--- src/lsu_pkg.sv ---
package lsu_pkg;

    // Memory geometry
    localparam int MEM_WORDS = 256;
    localparam int MEM_ADDR_W = 8;

    // Store buffer geometry
    localparam int STORE_BUFFER_DEPTH = 4;
    localparam int STORE_BUFFER_PTR_W = $clog2(STORE_BUFFER_DEPTH);

    // Trap codes reported to the commit stage
    localparam logic [4:0] TRAP_NONE = 5'd0;
    localparam logic [4:0] TRAP_ILLEGAL_MEMORY_ACCESS = 5'd7;

    typedef logic [31:0] data_word_t;

    // One word seen whole, as halfword lanes or as byte lanes
    typedef union packed {
        data_word_t word;
        logic [1:0][15:0] half;
        logic [3:0][7:0] lane;
    } data_word_u;

    typedef enum logic [2:0] {
        LB,
        LH,
        LW,
        LBU,
        LHU
    } ldu_uop_t;

    typedef enum logic [1:0] {
        SB,
        SH,
        SW
    } stu_uop_t;

    typedef struct packed {
        logic [3:0] rob_tag;
        logic [4:0] reg_dest;
        logic [4:0] trap_vector;
    } instr_packet_t;

    typedef struct packed {
        logic [MEM_ADDR_W - 1:0] word_address;
        data_word_t data;
        logic [3:0] byte_enable;
    } store_buffer_entry_t;

endpackage : lsu_pkg

--- src/store_buffer.sv ---
`timescale 1ns/1ps

module store_buffer import lsu_pkg::*; (
    input logic clk_i,
    input logic reset_i,
    input logic push_i,
    input store_buffer_entry_t entry_i,
    input logic [MEM_ADDR_W - 1:0] match_address_i,
    output logic full_o,
    output logic address_match_o,
    output logic write_en_o,
    output store_buffer_entry_t write_entry_o
);

    store_buffer_entry_t entries [STORE_BUFFER_DEPTH];
    logic [STORE_BUFFER_DEPTH - 1:0] valid;
    logic [STORE_BUFFER_PTR_W - 1:0] head;
    logic [STORE_BUFFER_PTR_W - 1:0] tail;
    logic pop;

    // The head drains every cycle the buffer holds something
    assign pop = |valid;

    always_ff @(posedge clk_i) begin
        if (reset_i) begin
            valid <= '0;
            head <= '0;
            tail <= '0;
        end else begin
            // Push and pop never hit the same slot, a full buffer refuses pushes
            if (push_i) begin
                valid[tail] <= 1'b1;
                tail <= tail + 1'b1;
            end
            if (pop) begin
                valid[head] <= 1'b0;
                head <= head + 1'b1;
            end
        end
    end

    always_ff @(posedge clk_i) begin
        if (push_i) begin
            entries[tail] <= entry_i;
        end
    end

    // Any live entry on the load's word blocks the load
    always_comb begin
        address_match_o = 1'b0;
        for (int i = 0; i < STORE_BUFFER_DEPTH; i++) begin
            if (valid[i] && entries[i].word_address == match_address_i) begin
                address_match_o = 1'b1;
            end
        end
    end

    assign full_o = &valid;
    assign write_en_o = pop;
    assign write_entry_o = entries[head];

endmodule : store_buffer

--- config.mk ---
export PLATFORM = sky130hd
export DESIGN_NAME = store_buffer
export DESIGN_NICKNAME = d
export VERILOG_FILES = /design/src/lsu_pkg.sv /design/src/store_buffer.sv
export SDC_FILE = /design/constraint.sdc
export NUM_CORES = 1
export LEC_CHECK = 0
export BUFFER_PORTS_ARGS = -buffer_cell sky130_fd_sc_hd__buf_4
export CAP_MARGIN = 20
export CORE_AREA = 8 8 116 172
export DETAILED_ROUTE_END_ITERATION = 10
export DIE_AREA = 0 0 124 180
export PLACE_DENSITY_LB_ADDON = 0.05
export REMOVE_ABC_BUFFERS = 1
export SYNTH_ARGS = -nofsm -noshare
export SYNTH_HDL_FRONTEND = slang
export SYNTH_SLANG_ARGS = --single-unit
export TNS_END_PERCENT = 10
--- constraint.sdc ---
create_clock -name clk_i -period 4.6 [get_ports clk_i]
set_input_delay 0.23 -clock clk_i [delete_from_list [all_inputs] [get_ports clk_i]]
set_output_delay 0.23 -clock clk_i [all_outputs]
set_load 0.02 [all_outputs]
Yosys cells after proc, flatten, opt, wreduce, memory -nomap -nowiden
Memories as Yosys holds them, arrays and structs flattened. A register that Yosys moved wholly into a read port is not among the register bits.
Cells that the tools add are included.
{ "classes": {"eq_ne": 4, "shift": 0, "bitwise": 3, "n_div": 0, "multipliers": 0, "order_cmp": 4, "n_mux": 15, "reduce_logical": 8, "addsub": 2} }
{ "op_table": {"columns": ["operator", "n"], "rows": [
  ["== test 8 bit", 4],
  ["2-to-1 mux 4 bit", 3],
  ["2-to-1 mux 1 bit", 8],
  ["logical AND 1 bit", 6],
  ["< comparator 2 x 3 -> 1 bit, second input constant", 2],
  ["adder 2 x 1 -> 2 bit, second input constant", 2],
  ["bitwise AND 4 bit", 1],
  ["demux 1 bit (select 2 bit)", 2],
  [">= comparator 2 x 1 -> 1 bit, second input constant", 2],
  ["2-to-1 mux 2 bit", 2],
  ["NOT 4 bit", 1],
  ["bitwise OR 4 bit", 1],
  ["AND reduction 4 bit", 1],
  ["OR reduction 4 bit", 1]
]} }
{ "word_totals": {"ff_bits": 8, "latch_bits": 0, "mem_count": 1, "ramBits": 176, "out_inout_bits": 47, "input_bits": 55, "romBits": 0, "wordCells": 40} }
{ "mem_list": {"columns": ["name", "depth", "width", "rd", "rd_clocked_by_memory_dff", "wr", "line", "rtl"], "rows": [
  ["entries", 4, 44, 5, 1, 1, "store_buffer.sv:15", "store_buffer_entry_t entries [STORE_BUFFER_DEPTH];"]
]} }

Logic depth before layout (Yosys ltp)
Gate-level depths: netlist (run 1).
{ "depth": {"depth_word": 9, "depth_mapped": 5, "mapped_depth_nobuf": 5} }

Worst setup path before layout (run 1)
Ideal clock, no wire load.
{ "synth_path": {"kind": "flip-flop to flip-flop", "start": "register tail[0]", "end": "memory entries[2][0] (netlist bit), enable pin", "period_less_slack_ps": 2022, "path_buffers": 0, "setup_ps": 407, "path_stages_with_launch": 4, "required_time_ps": 4193, "arrival_ps": 1616, "path_slack_ps": 2578, "path_cell_list": "dfxtp_1 inv_1 ha_1 and2_1"} }
{ "synth_rtl": {"columns": ["item", "line", "rtl"], "rows": [
  ["start, declared", "store_buffer.sv:18", "logic [STORE_BUFFER_PTR_W - 1:0] tail;"],
  ["start signal, assigned", "store_buffer.sv:33", "tail <= tail + 1'b1;"],
  ["end, declared", "store_buffer.sv:15", null]
]} }
Straight into the memory's write port.

==> key figures, run 1 <==
Run status
  – Status: completed

Cells and area
  – Design area: 0.00927 mm²
  – Layout cells sized above 1: 39.8%
  – ANT cells: 0
  – Nets: about 540
  – Syn-to-layout area delta: 28.8%
  – # fillers: roughly 1500

Yosys
  – Async SR Flop Fraction: 0%
  – Syn_area_per_cell: around 22 µm²
  – FF+latch count, synth: about 190
  – Post-synth cell types: 25
  – Post-synth EDFFs: around 180
  – Yosys top cell by area: edfxtp_1
  – Warning count from the yosys run: 0
  – Cell Area, Synth: 0.00720 mm²
  – Post-synth top cells: 176 x edfxtp_1, 44 x mux4_2, 28 x xor2_1, 10 x dfxtp_1, 9 x nor2_1
  – Top cell type's share of synthesized area: roughly three quarters
  – Count leader, synth: edfxtp_1
  – Synth area leaders: edfxtp_1 73%, mux4_2 14%, xor2_1 3.4%, dfxtp_1 2.8%, ha_1 1.4%
  – Ys flop type: edfxtp_1
  – Sequential area share after synthesis: about three quarters
  – Cells after Synth: roughly 320

Routing
  – Drt via density: between 5 and 6
  – Routed Antenna Nets: 0
  – Routed length per placed instance: 20.9 µm
  – DRT Pass-1 Iters: 4
  – Post-Route WL: 14.8 mm
  – First DRT Iteration DRCs: between 150 and 200
  – Routed via count: between 3000 and 4000
  – Post-route DRC violation count: 0

Clock network
  – Cts repair resizes: 0
  – H-Tree Depth: 4
  – CTS sink cnt: roughly 190
  – CTS Root Cell: clkbuf_16
  – Num CTS Buffers: 17
  – CTS tree: yes
  – Clock Latency Late Sink: ~0.42 ns
  – Register clock-pin slew on the reported worst setup and hold paths: about 0.06 ns
  – CTS max path bufs: 2

Global route
  – First-pass GRT wire length: approximately 23 mm
  – Gr usage total: 14.1%
  – Vias in the first global route: between 4000 and 5000
  – Grt ovf: 0
  – Largest net degree at the start of global routing: 45
  – Initial antenna violation count: 1

STA
  – Rel. slew slack: around 36%
  – Final hold vios: 0
  – Actual slew at the worst max-slew pin: roughly 0.96 ns
  – TNS Setup: 0 ns
  – Period utilization: between 50 and 60%
  – Final Slew Violations: 0
  – Clock skew: 0.00624 ns
  – Final setup vio count: 0
  – RSZ-0062 raised after global routing: no
  – Worst hold slack: approximately 0.023 ns
  – Final min period: 2.47 ns
  – Max Fclk: a little over 400 MHz
  – Final WS setup: 2.13 ns

Floorplan
  – Area of the die: roughly 0.022 mm²
  – I/O Pins: about 100
  – Die Height: approximately 180 µm
  – Die Wd: 124 µm
  – Core area: between 0.015 and 0.02 mm²
  – Starting Density: between 40% and 50%
  – Number of cell rows: 60

Min path
  – Hold Crit Class: input port to flop

Worst setup path
  – Worst setup SP type: flop
  – CP Class: flop to primary output
  – Crit path max fanout: 44
  – Worst Path Required: 4.37 ns
  – Critical Path AT: 2.24 ns
  – CP Capture Type: primary output

Placement
  – RePlAce Congestion: roughly 0.70
  – # port buffers: 101
  – DPL Wire Length: slightly above 9 mm
  – Area after DPL: between 0.008 and 0.009 mm²
  – Pre-CTS setup slack: roughly 2.5 ns

Power
  – Pleak: 3.20 nW
  – Peak supply drop: 334 µV
  – Tot Pwr: roughly 0.0044 W
  – Power per Cell Area: 476 mW/mm²

Run
  – MaxCap Viol Count: 0
[final timing paths]
path              slack [ns]           endpoint  cells past startpoint  startpoint
hold / removal          0.02      entries[3][1]                      1  entry_i[1]
setup reg to reg        2.58      entries[2][1]                      4     tail[0]
setup / recovery        2.13  write_entry_o[41]                      2        flop
hold reg to reg         0.57           valid[0]                      2    valid[0]
[layer usage]
layer / share of wire (%) / track usage [%]
met5: 0.054 / 0
met4: 1.9 / 6.07
met3: 5.2 / 3.98
met1: 38 / 15.1
met2: 55 / 24.8
[sequential cells by signal, indices dropped and copies added, names as in the netlist, named ones only]
| signal | count |
|---|---|
| entries | 176 |
| valid | 4 |
| tail | 2 |
| head | 2 |
[cell type report]
class                           instances  area, µm²  share of cell area, %
Tap cell                              217        272                   2.93
Clock buffer                           17        425                   4.59
Timing Repair Buffer                  148       1220                   13.1
Inverter                                4       15.0                  0.162
Multi-Input combinational cell        121       1630                   17.6
Clock inverter                         14        220                   2.38
Sequential cell                       186       5490                   59.2
[kinds of logic (layout without fill, tap and decap cells)]
logic type / Yosys count / count (layout) / synth area share, %
simple gates: 29 / 29 / 2.26
mux: 45 / 45 / 13.9
xor+xnor: 34 / 34 / 4.24
compound gates: 5 / 5 / 0.765
buf+inv: 17 / 183 / 1.23
flops: 186 / 186 / 76.2
fa+ha+maj: 8 / 8 / 1.39
[timing repair]
action,4_1_cts,5_1_grt
endpoints found under the hold margin,168,0
endpoints found under the setup margin,0,0
hold buffers,42,0
buffers inserted,0,0
[worst max-delay path, stage by stage, from the launching register on]
cell and delay, ns:
dfxtp_4 1.00, mux4_2 0.63, buf_4 0.18
[power breakdown]
part           switching [W]  total, W  internal, W  leakage, nW
Combinational       0.000374  0.000781     0.000406         1.19
Sequential          0.000105   0.00205      0.00195         1.70
Clock               0.000614   0.00158     0.000968        0.313
Total                0.00109   0.00441      0.00332         3.20
[per-stage QoR]
stage               utilization [%]  cells
finish                         52.8    707
global route                   52.8    707
CTS                            52.8    707
detailed placement             46.7    634
global placement               46.7    634
floorplan                         -    311
[layout by cell type, fill, tap and decap left out, types with 2 or more instances in the layout]
cell and count:
edfxtp_1 176, nor4_1 4, a211oi_2 4, mux4_2 44, ha_1 8, and2_2 4
xnor2_1 5, dfxtp_1 8, dlygate4sd3_1 42, nand4_1 5, clkinv_2 3, inv_1 4
inv_8 2, nor2_1 9, buf_4 106, bufinv_16 5, nor3_1 4, xor2_1 28
clkinvlp_4 2, clkbuf_16 17
(Power assumes the default switching activity.)
==> run 2, diff against run 1 <==
Clock period 4.6 ns to 2.2 ns, I/O delays scaled along.
==> key figures, run 2 (synthesis gave the netlist of run 1 again) <==
Global route
  – Vias in the first global route: 4199 (was 4126)
  – First-pass GRT wire length: 23.1 mm (was 22.8 mm)
  – Initial antenna violation count: 0 (was 1)
  – Largest net degree at the start of global routing: 33 (was 45)
  – Grt ovf: 0 (unchanged)
  – Gr usage total: 14.1% (about the same)

Min path
  – Hold path cells: 2 (was 1)
  – Hold Crit Class: input port to flop (unchanged)

Clock network
  – Register clock-pin slew on the reported worst setup and hold paths: 0.07 ns (was 0.06 ns)
  – Cts repair resizes: 0 (unchanged)
  – Clock Latency Late Sink: 0.42 ns (about the same)
  – CTS tree: yes (unchanged)
  – CTS max path bufs: 2 (unchanged)
  – CTS sink cnt: 186 (unchanged)
  – Num CTS Buffers: 17 (unchanged)
  – CTS Root Cell: clkbuf_16 (unchanged)
  – H-Tree Depth: 4 (unchanged)

STA
  – Actual slew at the worst max-slew pin: 0.505 ns (was 0.961 ns)
  – Final WS setup: 0.254 ns (was 2.13 ns)
  – Final hold vios: 0 (unchanged)
  – Final Slew Violations: 0 (unchanged)
  – TNS Setup: 0 ns (unchanged)
  – Worst hold slack: 0.429 ns (was 0.0225 ns)
  – Clock skew: 0.0111 ns (was 0.00624 ns)
  – Final setup vio count: 0 (unchanged)
  – RSZ-0062 raised after global routing: no (unchanged)
  – Rel. slew slack: 66.4% (was 35.9%)
  – Final min period: ~2 ns
  – Period utilization: between 80% and 90%
  – Max Fclk: 514 MHz

Power
  – Clock Power Share: 32.8% (was 35.8%)
  – Power per Cell Area: 958 mW/mm² (was 476 mW/mm²)
  – Pleak: 3.27 nW (was 3.20 nW)
  – Power share of the sequential group: 46.4% (was 46.5%)
  – Switching power: 0.00229 W (was 0.00109 W)
  – Combinational power share: 20.8% (was 17.7%)
  – Tot Pwr: 0.00899 W (was 0.00441 W)
  – Pint: 0.00670 W (was 0.00332 W)
  – Peak supply drop: 675 µV (was 334 µV)
  – Switching Share: 25.5% (was 24.8%)

Floorplan
  – Number of cell rows: 60 (unchanged)
  – Die Height: 180 µm (unchanged)
  – Die Wd: 124 µm (unchanged)
  – Starting Density: 41.0% (unchanged)
  – Area of the die: 0.0223 mm² (unchanged)
  – I/O Pins: 102 (unchanged)
  – Core area: 0.0176 mm² (unchanged)

Worst setup path
  – CP Class: flop to primary output (unchanged)
  – R2R depth: 4 (unchanged)
  – Largest stage delay on the critical path: 0.56 ns (was 1.00 ns)
  – Worst setup SP type: flop (unchanged)
  – Critical-path top delay cell: mux4_2 (was dfxtp_4)
  – Most frequent cell on the critical path: buf_4
  – CP Capture Type: primary output (unchanged)
  – Crit path max fanout: 11 (was 44)
  – Worst Path Required: 2.09 ns (was 4.37 ns)
  – Critical Path AT: 1.84 ns (was 2.24 ns)
  – CP Cell Sequence: buf_4, mux4_2, buf_4 (was mux4_2, buf_4)

Routing
  – Post-route DRC violation count: 0 (unchanged)
  – Routed via count: 3631 (was 3594)
  – Drt via density: 5.00 (was 5.08)
  – Post-Route WL: 14.7 mm (was 14.8 mm)
  – DRT Pass-1 Iters: 4 (unchanged)
  – Routed Antenna Nets: 0 (unchanged)
  – First DRT Iteration DRCs: 128 (was 157)
  – Routed length per placed instance: 20.2 µm (was 20.9 µm)

Cells and area
  – Most common cell after layout, fill and taps aside: edfxtp_1 (unchanged)
  – Nets: 560 (was 541)
  – Design area: 0.00939 mm² (was 0.00927 mm²)
  – Layout cells sized above 1: 41.1% (was 39.8%)
  – Most flop-heavy register: entries (unchanged)
  – Syn-to-layout area delta: 30.4% (was 28.8%)
  – Largest regs: entries (176), valid (4) (unchanged)
  – Max FFs per register: 176 (unchanged)
  – Commonest cells after routing, fill and taps aside: 176 x edfxtp_1, 118 x buf_4, 46 x dlygate4sd3_1 (was 176 x edfxtp_1, 106 x buf_4, 44 x mux4_2)
  – ANT cells: 0 (unchanged)

Run status
  – Status: completed (unchanged)

Placement
  – DPL Wire Length: 9.57 mm (was 9.36 mm)
  – RePlAce Congestion: 0.701 (was 0.696)
  – Pre-CTS setup slack: 0.511 ns (was 2.47 ns)
  – Area after DPL: 0.00831 mm² (was 0.00820 mm²)
  – # port buffers: 101 (unchanged)

Run
  – MaxCap Viol Count: 0 (unchanged)
[run 2: cell types whose count changed in the layout (fill, tap and decap cells not counted), sizes merged, moves of 2 or more]
cell         previous run  this run
clkinv                  4         6
buf                   106       121
bufinv                  5         2
dlygate4sd3            42        46
[run 2: per-layer routing]
metal  share of wire (%)  vias up  track usage [%]
li1                    -     1667                -
met1                  40     1880             16.4
met2                  53       69             24.0
met3                 4.7       15             3.83
met4                 1.4        0             4.88
met5                   0        -                0
[run 2: critical path, delay by kind of cell, from the launching register on]
family | cells | cell delay, ns
buffers and inverters | 2 | 0.41
DFF | 1 | 0.44
muxes | 1 | 0.56
[run 2: final timing paths]
check / from / endpoint / slack [ns]
worst min-delay path: entry_i[21] / entries[1][21] / 0.43
worst min register to register: tail[1] / tail[1] / 0.55
worst max-delay path: flop / write_entry_o[6] / 0.25
worst max register to register: tail[0] / entries[0][9] / 0.55
[run 2: metrics by stage]
step	utilization (%)	instances
floorplan	-	311
global placement	47.3	643
detailed placement	47.3	643
CTS	53.2	720
global route	53.4	726
finish	53.4	726
[run 2: power groups by stage]
stage	registers, W	clock network [W]	logic [W]
after floorplan	0.00432	0	0.000942
after global placement	0.00427	0	0.00177
after detailed placement	0.00428	0	0.00178
after CTS	0.00420	0.00302	0.00186
after global routing	0.00419	0.00315	0.00201
final	0.00417	0.00295	0.00187
[run 2: repair_timing]
item	in CTS	in global routing
buffers inserted	0	6
endpoints found under the hold margin	186	0
setup endpoints to repair	0	3
hold buffers	46	0
[run 2: cell type report]
class	instances	area, µm²
clock buffer	18	429
clock inverter	13	145
fill	1442	8180
inverter	4	15.0
multi-input combinational	121	1630
sequential	186	5490
tap	217	272
timing repair buffer	167	1410
