## config.mk

```make
export PLATFORM = sky130hd
export DESIGN_NAME = load_store_unit
export DESIGN_NICKNAME = d
export VERILOG_FILES = /design/src/lsu_pkg.sv /design/src/load_unit.sv /design/src/store_unit.sv /design/src/load_store_unit.sv
export SDC_FILE = /design/constraint.sdc
export NUM_CORES = 1
export LEC_CHECK = 0
export ABC_AREA = 0
export BUFFER_PORTS_ARGS = -buffer_cell sky130_fd_sc_hd__clkbuf_2
export CAP_MARGIN = 10
export CORE_MARGIN = 2
export CORE_UTILIZATION = 52
export DETAILED_ROUTE_END_ITERATION = 6
export GPL_TIMING_DRIVEN = 0
export PLACE_DENSITY = 0.95
export SKIP_CTS_REPAIR_TIMING = 1
export SYNTH_ARGS = -nofsm -noshare
export SYNTH_HDL_FRONTEND = slang
export SYNTH_SLANG_ARGS = --single-unit
```

## constraint.sdc

```tcl
create_clock -name clk_i -period 4.25 [get_ports clk_i]
set_input_delay 0.85 -clock clk_i [delete_from_list [all_inputs] [get_ports clk_i]]
set_output_delay 0.85 -clock clk_i [all_outputs]
set_load 0.01 [all_outputs]
```

## src/lsu_pkg.sv

```systemverilog
package lsu_pkg;

    // Memory geometry
    localparam int MEM_WORDS = 256;
    localparam int MEM_ADDR_W = 8;

    // Store buffer geometry
    localparam int STORE_BUFFER_DEPTH = 4;
    localparam int STORE_BUFFER_PTR_W = $clog2(STORE_BUFFER_DEPTH);

    // Trap codes reported to the commit stage
    localparam logic [4:0] TRAP_NONE = 5'd0;
    localparam logic [4:0] TRAP_ILLEGAL_MEMORY_ACCESS = 5'd7;

    typedef logic [31:0] data_word_t;

    // One word seen whole, as halfword lanes or as byte lanes
    typedef union packed {
        data_word_t word;
        logic [1:0][15:0] half;
        logic [3:0][7:0] lane;
    } data_word_u;

    typedef enum logic [2:0] {
        LB,
        LH,
        LW,
        LBU,
        LHU
    } ldu_uop_t;

    typedef enum logic [1:0] {
        SB,
        SH,
        SW
    } stu_uop_t;

    typedef struct packed {
        logic [3:0] rob_tag;
        logic [4:0] reg_dest;
        logic [4:0] trap_vector;
    } instr_packet_t;

    typedef struct packed {
        logic [MEM_ADDR_W - 1:0] word_address;
        data_word_t data;
        logic [3:0] byte_enable;
    } store_buffer_entry_t;

endpackage : lsu_pkg

```

## src/load_unit.sv

```systemverilog
`timescale 1ns/1ps

module load_unit import lsu_pkg::*; (
    input logic clk_i,
    input logic reset_i,
    input logic valid_i,
    input data_word_t address_i,
    input ldu_uop_t operation_i,
    input logic accepted_i,
    input logic address_match_i,
    input data_word_t read_data_i,
    input logic read_valid_i,
    output logic [MEM_ADDR_W - 1:0] match_address_o,
    output logic read_req_o,
    output logic [MEM_ADDR_W - 1:0] read_address_o,
    output data_word_t loaded_data_o,
    output logic data_valid_o,
    output logic idle_o
);

    typedef enum logic [1:0] {
        IDLE,
        WAIT_HAZARD,
        WAIT_DATA,
        HOLD
    } state_t;

    state_t state;
    data_word_t address_q;
    ldu_uop_t operation_q;
    data_word_t extended;
    data_word_u raw;

    always_ff @(posedge clk_i) begin
        if (reset_i) begin
            state <= IDLE;
        end else begin
            case (state)
                IDLE: if (valid_i) state <= WAIT_HAZARD;
                WAIT_HAZARD: if (!address_match_i) state <= WAIT_DATA;
                WAIT_DATA: if (read_valid_i) state <= HOLD;
                HOLD: if (accepted_i) state <= IDLE;
                default: state <= IDLE;
            endcase
        end
    end

    // Request fields are captured on the issue strobe
    always_ff @(posedge clk_i) begin
        if (state == IDLE && valid_i) begin
            address_q <= address_i;
            operation_q <= operation_i;
        end
    end

    assign raw = read_data_i;

    // Pick the lane from the low address bits, then extend
    always_comb begin
        case (operation_q)
            LB: extended = {{24{raw.lane[address_q[1:0]][7]}}, raw.lane[address_q[1:0]]};
            LBU: extended = {24'b0, raw.lane[address_q[1:0]]};
            LH: extended = {{16{raw.half[address_q[1]][15]}}, raw.half[address_q[1]]};
            LHU: extended = {16'b0, raw.half[address_q[1]]};
            default: extended = raw.word;
        endcase
    end

    always_ff @(posedge clk_i) begin
        if (state == WAIT_DATA && read_valid_i) begin
            loaded_data_o <= extended;
        end
    end

    // The read goes out only once no buffered store hits this word
    assign match_address_o = address_q[MEM_ADDR_W + 1:2];
    assign read_address_o = address_q[MEM_ADDR_W + 1:2];
    assign read_req_o = (state == WAIT_HAZARD) && !address_match_i;
    assign data_valid_o = (state == HOLD);
    assign idle_o = (state == IDLE);

endmodule : load_unit

```

## src/store_unit.sv

```systemverilog
`timescale 1ns/1ps

module store_unit import lsu_pkg::*; (
    input logic clk_i,
    input logic reset_i,
    input logic valid_i,
    input data_word_t address_i,
    input data_word_t data_i,
    input stu_uop_t operation_i,
    input logic accepted_i,
    input logic full_i,
    output logic push_o,
    output store_buffer_entry_t entry_o,
    output logic illegal_access_o,
    output logic data_valid_o,
    output logic idle_o
);

    typedef enum logic [1:0] {
        IDLE,
        PUSH,
        HOLD
    } state_t;

    state_t state;
    data_word_t address_q;
    data_word_t data_q;
    stu_uop_t operation_q;
    data_word_u placed;
    logic misaligned;
    logic done;

    always_ff @(posedge clk_i) begin
        if (reset_i) begin
            state <= IDLE;
        end else begin
            case (state)
                IDLE: if (valid_i) state <= PUSH;
                PUSH: if (done) state <= accepted_i ? IDLE : HOLD;
                HOLD: if (accepted_i) state <= IDLE;
                default: state <= IDLE;
            endcase
        end
    end

    always_ff @(posedge clk_i) begin
        if (state == IDLE && valid_i) begin
            address_q <= address_i;
            data_q <= data_i;
            operation_q <= operation_i;
        end
    end

    // Alignment depends on the access width
    always_comb begin
        case (operation_q)
            SB: misaligned = 1'b0;
            SH: misaligned = address_q[0];
            default: misaligned = |address_q[1:0];
        endcase
    end

    assign illegal_access_o = misaligned || (address_q >= MEM_WORDS * 4);

    // Replicate data so every candidate lane holds it, the mask picks one
    always_comb begin
        case (operation_q)
            SB: begin
                placed.lane = {4{data_q[7:0]}};
                entry_o.byte_enable = 4'b0001 << address_q[1:0];
            end
            SH: begin
                placed.half = {2{data_q[15:0]}};
                entry_o.byte_enable = 4'b0011 << {address_q[1], 1'b0};
            end
            default: begin
                placed.word = data_q;
                entry_o.byte_enable = 4'b1111;
            end
        endcase
        entry_o.word_address = address_q[MEM_ADDR_W + 1:2];
        entry_o.data = placed.word;
    end

    // An illegal store completes without touching the buffer
    assign done = (state == PUSH) && (illegal_access_o || !full_i);
    assign push_o = (state == PUSH) && !illegal_access_o && !full_i;
    assign data_valid_o = done || (state == HOLD);
    assign idle_o = (state == IDLE);

endmodule : store_unit

```

## src/load_store_unit.sv

```systemverilog
`timescale 1ns/1ps

module load_store_unit import lsu_pkg::*; (
    input logic clk_i,
    input logic reset_i,
    input instr_packet_t instr_packet_i,
    input logic ldu_valid_i,
    input data_word_t ldu_address_i,
    input ldu_uop_t ldu_operation_i,
    output logic ldu_idle_o,
    input logic stu_valid_i,
    input data_word_t stu_data_i,
    input data_word_t stu_address_i,
    input stu_uop_t stu_operation_i,
    output logic stu_idle_o,
    input logic str_buf_full_i,
    input logic str_buf_address_match_i,
    output logic str_buf_push_o,
    output store_buffer_entry_t str_buf_entry_o,
    output logic [MEM_ADDR_W - 1:0] str_buf_match_address_o,
    output logic mem_read_req_o,
    output logic [MEM_ADDR_W - 1:0] mem_read_address_o,
    input data_word_t mem_read_data_i,
    input logic mem_read_valid_i,
    output instr_packet_t instr_packet_o,
    output data_word_t data_o,
    output logic data_valid_o
);

    logic ldu_data_valid;
    logic ldu_accepted;
    data_word_t ldu_loaded_data;
    logic stu_data_valid;
    logic stu_accepted;
    logic stu_illegal_access;
    instr_packet_t ldu_ipacket;
    instr_packet_t stu_ipacket;
    instr_packet_t stu_result_packet;

    load_unit u_load_unit (
        .clk_i           ( clk_i                   ),
        .reset_i         ( reset_i                 ),
        .valid_i         ( ldu_valid_i             ),
        .address_i       ( ldu_address_i           ),
        .operation_i     ( ldu_operation_i         ),
        .accepted_i      ( ldu_accepted            ),
        .address_match_i ( str_buf_address_match_i ),
        .read_data_i     ( mem_read_data_i         ),
        .read_valid_i    ( mem_read_valid_i        ),
        .match_address_o ( str_buf_match_address_o ),
        .read_req_o      ( mem_read_req_o          ),
        .read_address_o  ( mem_read_address_o      ),
        .loaded_data_o   ( ldu_loaded_data         ),
        .data_valid_o    ( ldu_data_valid          ),
        .idle_o          ( ldu_idle_o              )
    );

    store_unit u_store_unit (
        .clk_i            ( clk_i              ),
        .reset_i          ( reset_i            ),
        .valid_i          ( stu_valid_i        ),
        .address_i        ( stu_address_i      ),
        .data_i           ( stu_data_i         ),
        .operation_i      ( stu_operation_i    ),
        .accepted_i       ( stu_accepted       ),
        .full_i           ( str_buf_full_i     ),
        .push_o           ( str_buf_push_o     ),
        .entry_o          ( str_buf_entry_o    ),
        .illegal_access_o ( stu_illegal_access ),
        .data_valid_o     ( stu_data_valid     ),
        .idle_o           ( stu_idle_o         )
    );

    // Packets follow their instruction from issue to commit
    always_ff @(posedge clk_i) begin
        if (ldu_idle_o && ldu_valid_i) begin
            ldu_ipacket <= instr_packet_i;
        end
        if (stu_idle_o && stu_valid_i) begin
            stu_ipacket <= instr_packet_i;
        end
    end

    always_comb begin
        stu_result_packet = stu_ipacket;
        if (stu_illegal_access) begin
            stu_result_packet.trap_vector = TRAP_ILLEGAL_MEMORY_ACCESS;
        end
    end

    // Loads win, a store result waits for a free slot
    always_comb begin
        ldu_accepted = 1'b0;
        stu_accepted = 1'b0;
        instr_packet_o = '{rob_tag: '0, reg_dest: '0, trap_vector: TRAP_NONE};
        data_o = '0;
        if (ldu_data_valid) begin
            ldu_accepted = 1'b1;
            instr_packet_o = ldu_ipacket;
            data_o = ldu_loaded_data;
        end else if (stu_data_valid) begin
            stu_accepted = 1'b1;
            instr_packet_o = stu_result_packet;
        end
    end

    assign data_valid_o = ldu_data_valid | stu_data_valid;

endmodule : load_store_unit

```

After elaboration in Yosys (flattened, before gate mapping)
Index checks and enable logic that the tools add are counted.
{ "classes": {"n_reduce_logical": 20, "n_bitwise": 1, "n_eq_ne": 16, "n_shift": 2, "n_mux": 25, "magnitude_cmp": 3} }
{ "ops": {"columns": ["cell", "n"], "rows": [
  ["$pmux W32 S4", 1],
  ["$pmux W32 S2", 1],
  ["$ge A32 B11 Y1 const B", 1],
  ["$mux W16", 2],
  ["$mux W32", 1],
  ["$mux W14", 2],
  ["$bmux W8 S2", 1],
  ["$mux W2", 8],
  ["$mux W8", 1],
  ["$ne A2 B2 Y1 const B", 4],
  ["$pmux W2 S4", 1],
  ["$pmux W4 S2", 1],
  ["$logic_and A1 B1 Y1", 7],
  ["$eq A2 B1 Y1 const B", 3],
  ["$eq A2 B2 Y1 const B", 3],
  ["$logic_not A2 Y1", 3],
  ["$ne A2 B1 Y1 const B", 3],
  ["$pmux W2 S3", 1],
  ["$mux W5", 1],
  ["$reduce_and A4 Y1", 1],
  ["$shl A1 B2 Y4 const A", 1],
  ["$shl A2 B2 Y4 const A", 1],
  ["$eq A3 B1 Y1 const B", 1],
  ["$eq A3 B2 Y1 const B", 1],
  ["other kinds (11)", 17]
]} }
{ "word_totals": {"reg_bits": 143, "out_inout_bits": 111} }

Logic depth before layout (Yosys ltp)
{ "logic_depth": {"depth_word": 11, "depth_mapped": 6, "ltp_nobuf": 6} }

Cells and area by module
A second synthesis with hierarchy kept.
{ "hier_totals": {"hier_cells": 497, "hier_area_um2": 6607.6} }
{ "modules_own_cells": {"columns": ["module", "area_per_inst_um2", "cells_per_inst", "instances"], "rows": [
  ["store_unit", 2707.6, 159, 1],
  ["load_unit", 2613.8, 243, 1],
  ["load_store_unit", 1286.2, 95, 1]
]} }

Least setup slack after synthesis
No wires, ideal clock.
{ "synth_path": {"path_type": "input-to-reg", "startpoint": "in stu_valid_i", "endpoint": "reg stu_ipacket[0] (netlist bit), enable pin", "path_slack_ns": 1.072, "required_ns": 3.802, "arrival_time_ns": 2.730, "path_stages": 1, "path_cell_list": "and2_1"} }
{ "synth_between": {"elab_chain_cells": 1} }
{ "synth_lines": {"columns": ["item", "line", "source"], "rows": [
  ["start, declared", "load_store_unit.sv:11", "input logic stu_valid_i,"],
  ["$logic_and A1 B1 Y1", "load_store_unit.sv:79", "if (stu_idle_o && stu_valid_i) begin"],
  ["end signal, assigned", "load_store_unit.sv:80", "stu_ipacket <= instr_packet_i;"],
  ["end, declared", "load_store_unit.sv:37", "instr_packet_t stu_ipacket;"]
]} }
No other way between the ends.
A chain may end at the register's enable or synchronous reset.

==> results by stage <==
Min path:
- The min-delay analysis places its worst path in the category flop to flop.

Logic synthesis:
- The dominant combinational cell family by area after synthesis is compound AO/OA/AOI/OAI gates.
- In the synthesized netlist, the number of instances is ~480.
- Of the synthesized area, sequential elements account for 0.6571.
- The number of warnings issued by yosys is 0.
- The synthesized design contains 143 register bits.
- The xor/xnor cell area share of the yosys netlist is 0.003865.
- By instance count, the leading cell after synthesis is sky130_fd_sc_hd__edfxtp_1.
- The share of synthesized cell area in full adder, half adder and majority cells is 0.007731.
- The share of synthesized cell area in and, or, nand and nor gates is 0.08891.
- Of all cell types, the one taking the most synthesized area is sky130_fd_sc_hd__edfxtp_1.
- The compound-gate portion of the synthesized area is 0.1179.
- The proportion of netlist area held by the largest area contributor is 0.6448.
- The mapped netlist covers approximately 6500 µm².
- Yosys mapped the design onto 53 distinct sky130hd cell types.
- The async set-or-reset flop fraction in the synthesized netlist is 0.
- Synthesis produced a netlist with a net count of approximately 640.
- The average instance area after synthesis is 13.54 µm².
- Ranked by instance count, the synthesized netlist is headed by sky130_fd_sc_hd__edfxtp_1, sky130_fd_sc_hd__and2_1, sky130_fd_sc_hd__nand2_1.
- The multiplexer share of the synthesized area is 0.05412.
- After synthesis, the cell types taking the most area are sky130_fd_sc_hd__edfxtp_1, sky130_fd_sc_hd__buf_4, sky130_fd_sc_hd__and2_1.
- The number of synthesized flops with an enable pin is 139.
- The most used flip-flop cell after synthesis is sky130_fd_sc_hd__edfxtp_1.

Timing:
- The final critical-path required period is 3525 ps.
- The worst hold margin is approximately 560 ps.
- The final cycle utilization of the critical path is 0.8293.
- Setup repair after global routing left no endpoint under its margin.
- The final clock skew is 6.522 ps.
- Summed over all failing endpoints, the final setup total negative slack is 0 ps.
- The number of failing hold endpoints at the final stage is 0.
- The normalized max-slew margin is 0.4511.
- After layout, the worst setup slack is roughly 730 ps.
- The total count of max-transition violations in the final report came to 0.
- Based on the critical path, the design can be clocked at up to ~0.28 GHz.
- The number of failing setup endpoints in the final timing report is 0.
- The transition at the pin with the smallest max-transition slack is 820.3 ps.

Route:
- The number of DRC markers after the initial detailed-route iteration is 326.
- The total wire length after detailed routing is ~16 mm.
- The detail route stage leaves a number of antenna-violating nets equal to 0.
- The number of design rule violations left after detail routing is 0.
- Dividing the detail-routed wire length by the instance count gives about 17 µm.
- The number of vias in the routed layout is a little under 5000.
- The mean number of vias per cell is between 5 and 6.
- The pre-antenna-repair detailed-routing pass consisted of 5 iterations.

Floorplan:
- The floorplan has 40 rows.
- The effective utilization at floorplan is 0.5367.
- The die is ~120 µm wide.
- The number of top-level design ports is between 200 and 300.
- The floorplan die area is between 10000 and 15000 µm².
- The y dimension of the die is roughly 120 µm.
- The area of the core is about 12000 µm².

Finish:
- The final non-filler cell area is around 8500 µm².
- 0 antenna diodes ended up in the layout.
- In the final layout, the share of cells above drive strength 1 is 0.4535.
- The relative area change from synthesis to final layout is 31.33%.
- The layout has 810 filler cells.
- The total number of nets in the final design is between 800 and 900.

Global route:
- Entering global routing, the biggest net connects approximately 70 pins.
- The via count of the first global-routing pass is roughly 5000.
- The first global-routing pass estimated ~24 mm of wire.
- The number of antenna violations at the first check in global routing is 0.
- The final global-route overflow total is 0.
- The global-route total usage across every layer is 0.2401.

Setup path:
- The category of the worst setup path launch point is a flop.
- The worst setup path is captured at a primary output.
- The delay of the slowest cell on the worst path is 510 ps.
- The largest fanout on the critical path is 10.
- Data on the critical path is required at its endpoint by 3400 ps.
- The category of the most critical setup path is flop to primary output.
- Data arrives at the worst endpoint at roughly 2700 ps.
- The cell with the biggest individual delay on the critical path is sky130_fd_sc_hd__a211oi_1.
- The library cell appearing most often on the critical path is sky130_fd_sc_hd__o21ai_0.
- Walking the worst path, the cells encountered are a211oi_1, nand4_1, o21ai_0, buf_2, o21ai_0, clkbuf_2.

Flow run:
- The tool flagged a number of max-cap violations equal to 0.

Clock tree:
- CTS built an H-tree with a depth of 4.
- The number of CTS-inserted buffers is 17.
- The later-pin clock latency in the skew report is 410 ps.
- The clock-pin slew on the worst setup and hold paths is ~50 ps.
- The longest clock path from root to sink contains 2 buffers.
- The CTS tree is done.
- CTS placed an instance of sky130_fd_sc_hd__clkbuf_16 at the clock tree root.
- Clock tree synthesis found a total of 143 sinks.

Outcome:
- The run finished with clean final reports.

Place:
- The half-perimeter wire length after placement is 12.10 mm.
- Summing all placed instances gives a cell area of 7926 µm².
- Routability-driven placement finished with a final weighted congestion of approximately 0.94.
- In this run the tool buffered the top-level ports with about 240 buffer cells.
- At the placement stage, the worst setup path has a slack of around 1000 ps.

Power:
- VDD sags by at most 0.3132 mV.
- Power spread over the standard cell area amounts to between 400 and 500 nW/µm².
- For this design the static power due to leakage is around 3.7 nW.
==> sequential cells by signal, summed over array words and instances (netlist names) <==
name	flops
u_load_unit.loaded_data_o	32
u_store_unit.address_q	32
u_store_unit.data_q	32
ldu_ipacket	14
stu_ipacket	14
u_load_unit.address_q	10
u_load_unit.operation_q	3
u_load_unit.state	2
u_store_unit.operation_q	2
u_store_unit.state	2
==> kinds of logic after synthesis <==
logic type                 after synthesis
adders and majority gates                4
DFF                                    143
AOI/OAI and AO/OA                      108
muxes                                   30
xor gates and xnor gates                 2
and+or+nand+nor                        110
buffers and inverters                   81
==> final timing paths <==
path / slack, ps / startpoint / end / depth (start not counted)
min: 560 / u_load_unit.state[0] / u_load_unit.state[0] / 2
min reg2reg: 560 / u_load_unit.state[0] / u_load_unit.state[0] / 2
max reg2reg: 2250 / u_load_unit.operation_q[2] / u_load_unit.loaded_data_o[6] / 5
max: 730 / u_store_unit.address_q[1] / instr_packet_o[11] / 6
==> placed cells by master (no fill, tap or decap), drive strengths merged, types with 3 or more instances in the layout <==
cell type,netlist,layout
clkbuf,11,275
edfxtp,139,139
buf,43,45
nand2,35,35
o21ai,35,35
and2,35,35
inv,27,27
mux2,18,18
a22oi,14,14
nor2,13,13
a21oi,12,12
mux2i,11,11
o22a,7,7
o21bai,7,7
a211oi,5,5
nor4,5,5
nor3,4,4
o31ai,4,4
nand2b,4,4
o21a,4,4
nor2b,4,4
ha,4,4
dfxtp,4,4
clkinv,0,4
a221o,3,3
o221a,3,3
nand4,3,3
a32o,3,3
bufinv,0,3
==> routing by layer <==
metal,part of all wire,global-route usage
met4,0.021,0.1092
met3,0.12,0.08368
met1,0.35,0.2575
met5,0,0
met2,0.51,0.4261
==> area by class of cell <==
class                   count  area [µm²]  share of cell area
repair buffers            244        1254              0.1475
flip-flops and latches    143        4254              0.5004
multi-input cells         254        1768              0.2079
plain buffers              54       354.1             0.04165
clock inverters             8       116.4             0.01369
well taps                 168       210.2             0.02472
inverters                  27       101.3             0.01192
clock buffers              22       444.2             0.05224
==> metrics by stage <==
stage	total power, mW	util	instances
after detailed placement	2.655	0.6572	889
after global routing	4.229	0.7049	920
after CTS	4.077	0.7036	919
final	4.067	0.7049	920
after global placement	2.621	0.6546	888
after floorplan	2.334	-	478
==> power by group <==
part | internal (mW) | switching, mW
Combinational | 0.360 | 0.489
Sequential | 1.74 | 0.0563
Clock | 0.910 | 0.512
Total | 3.01 | 1.06
==> worst max-delay path, delay by kind of cell, from the launching register on <==
kind                   cells  cell delay (ps)
AOI/OAI and AO/OA          3             1020
DFF                        1              450
buffers and inverters      2              440
and+or+nand+nor            1              350
Power figures use the tool's default switching activity.
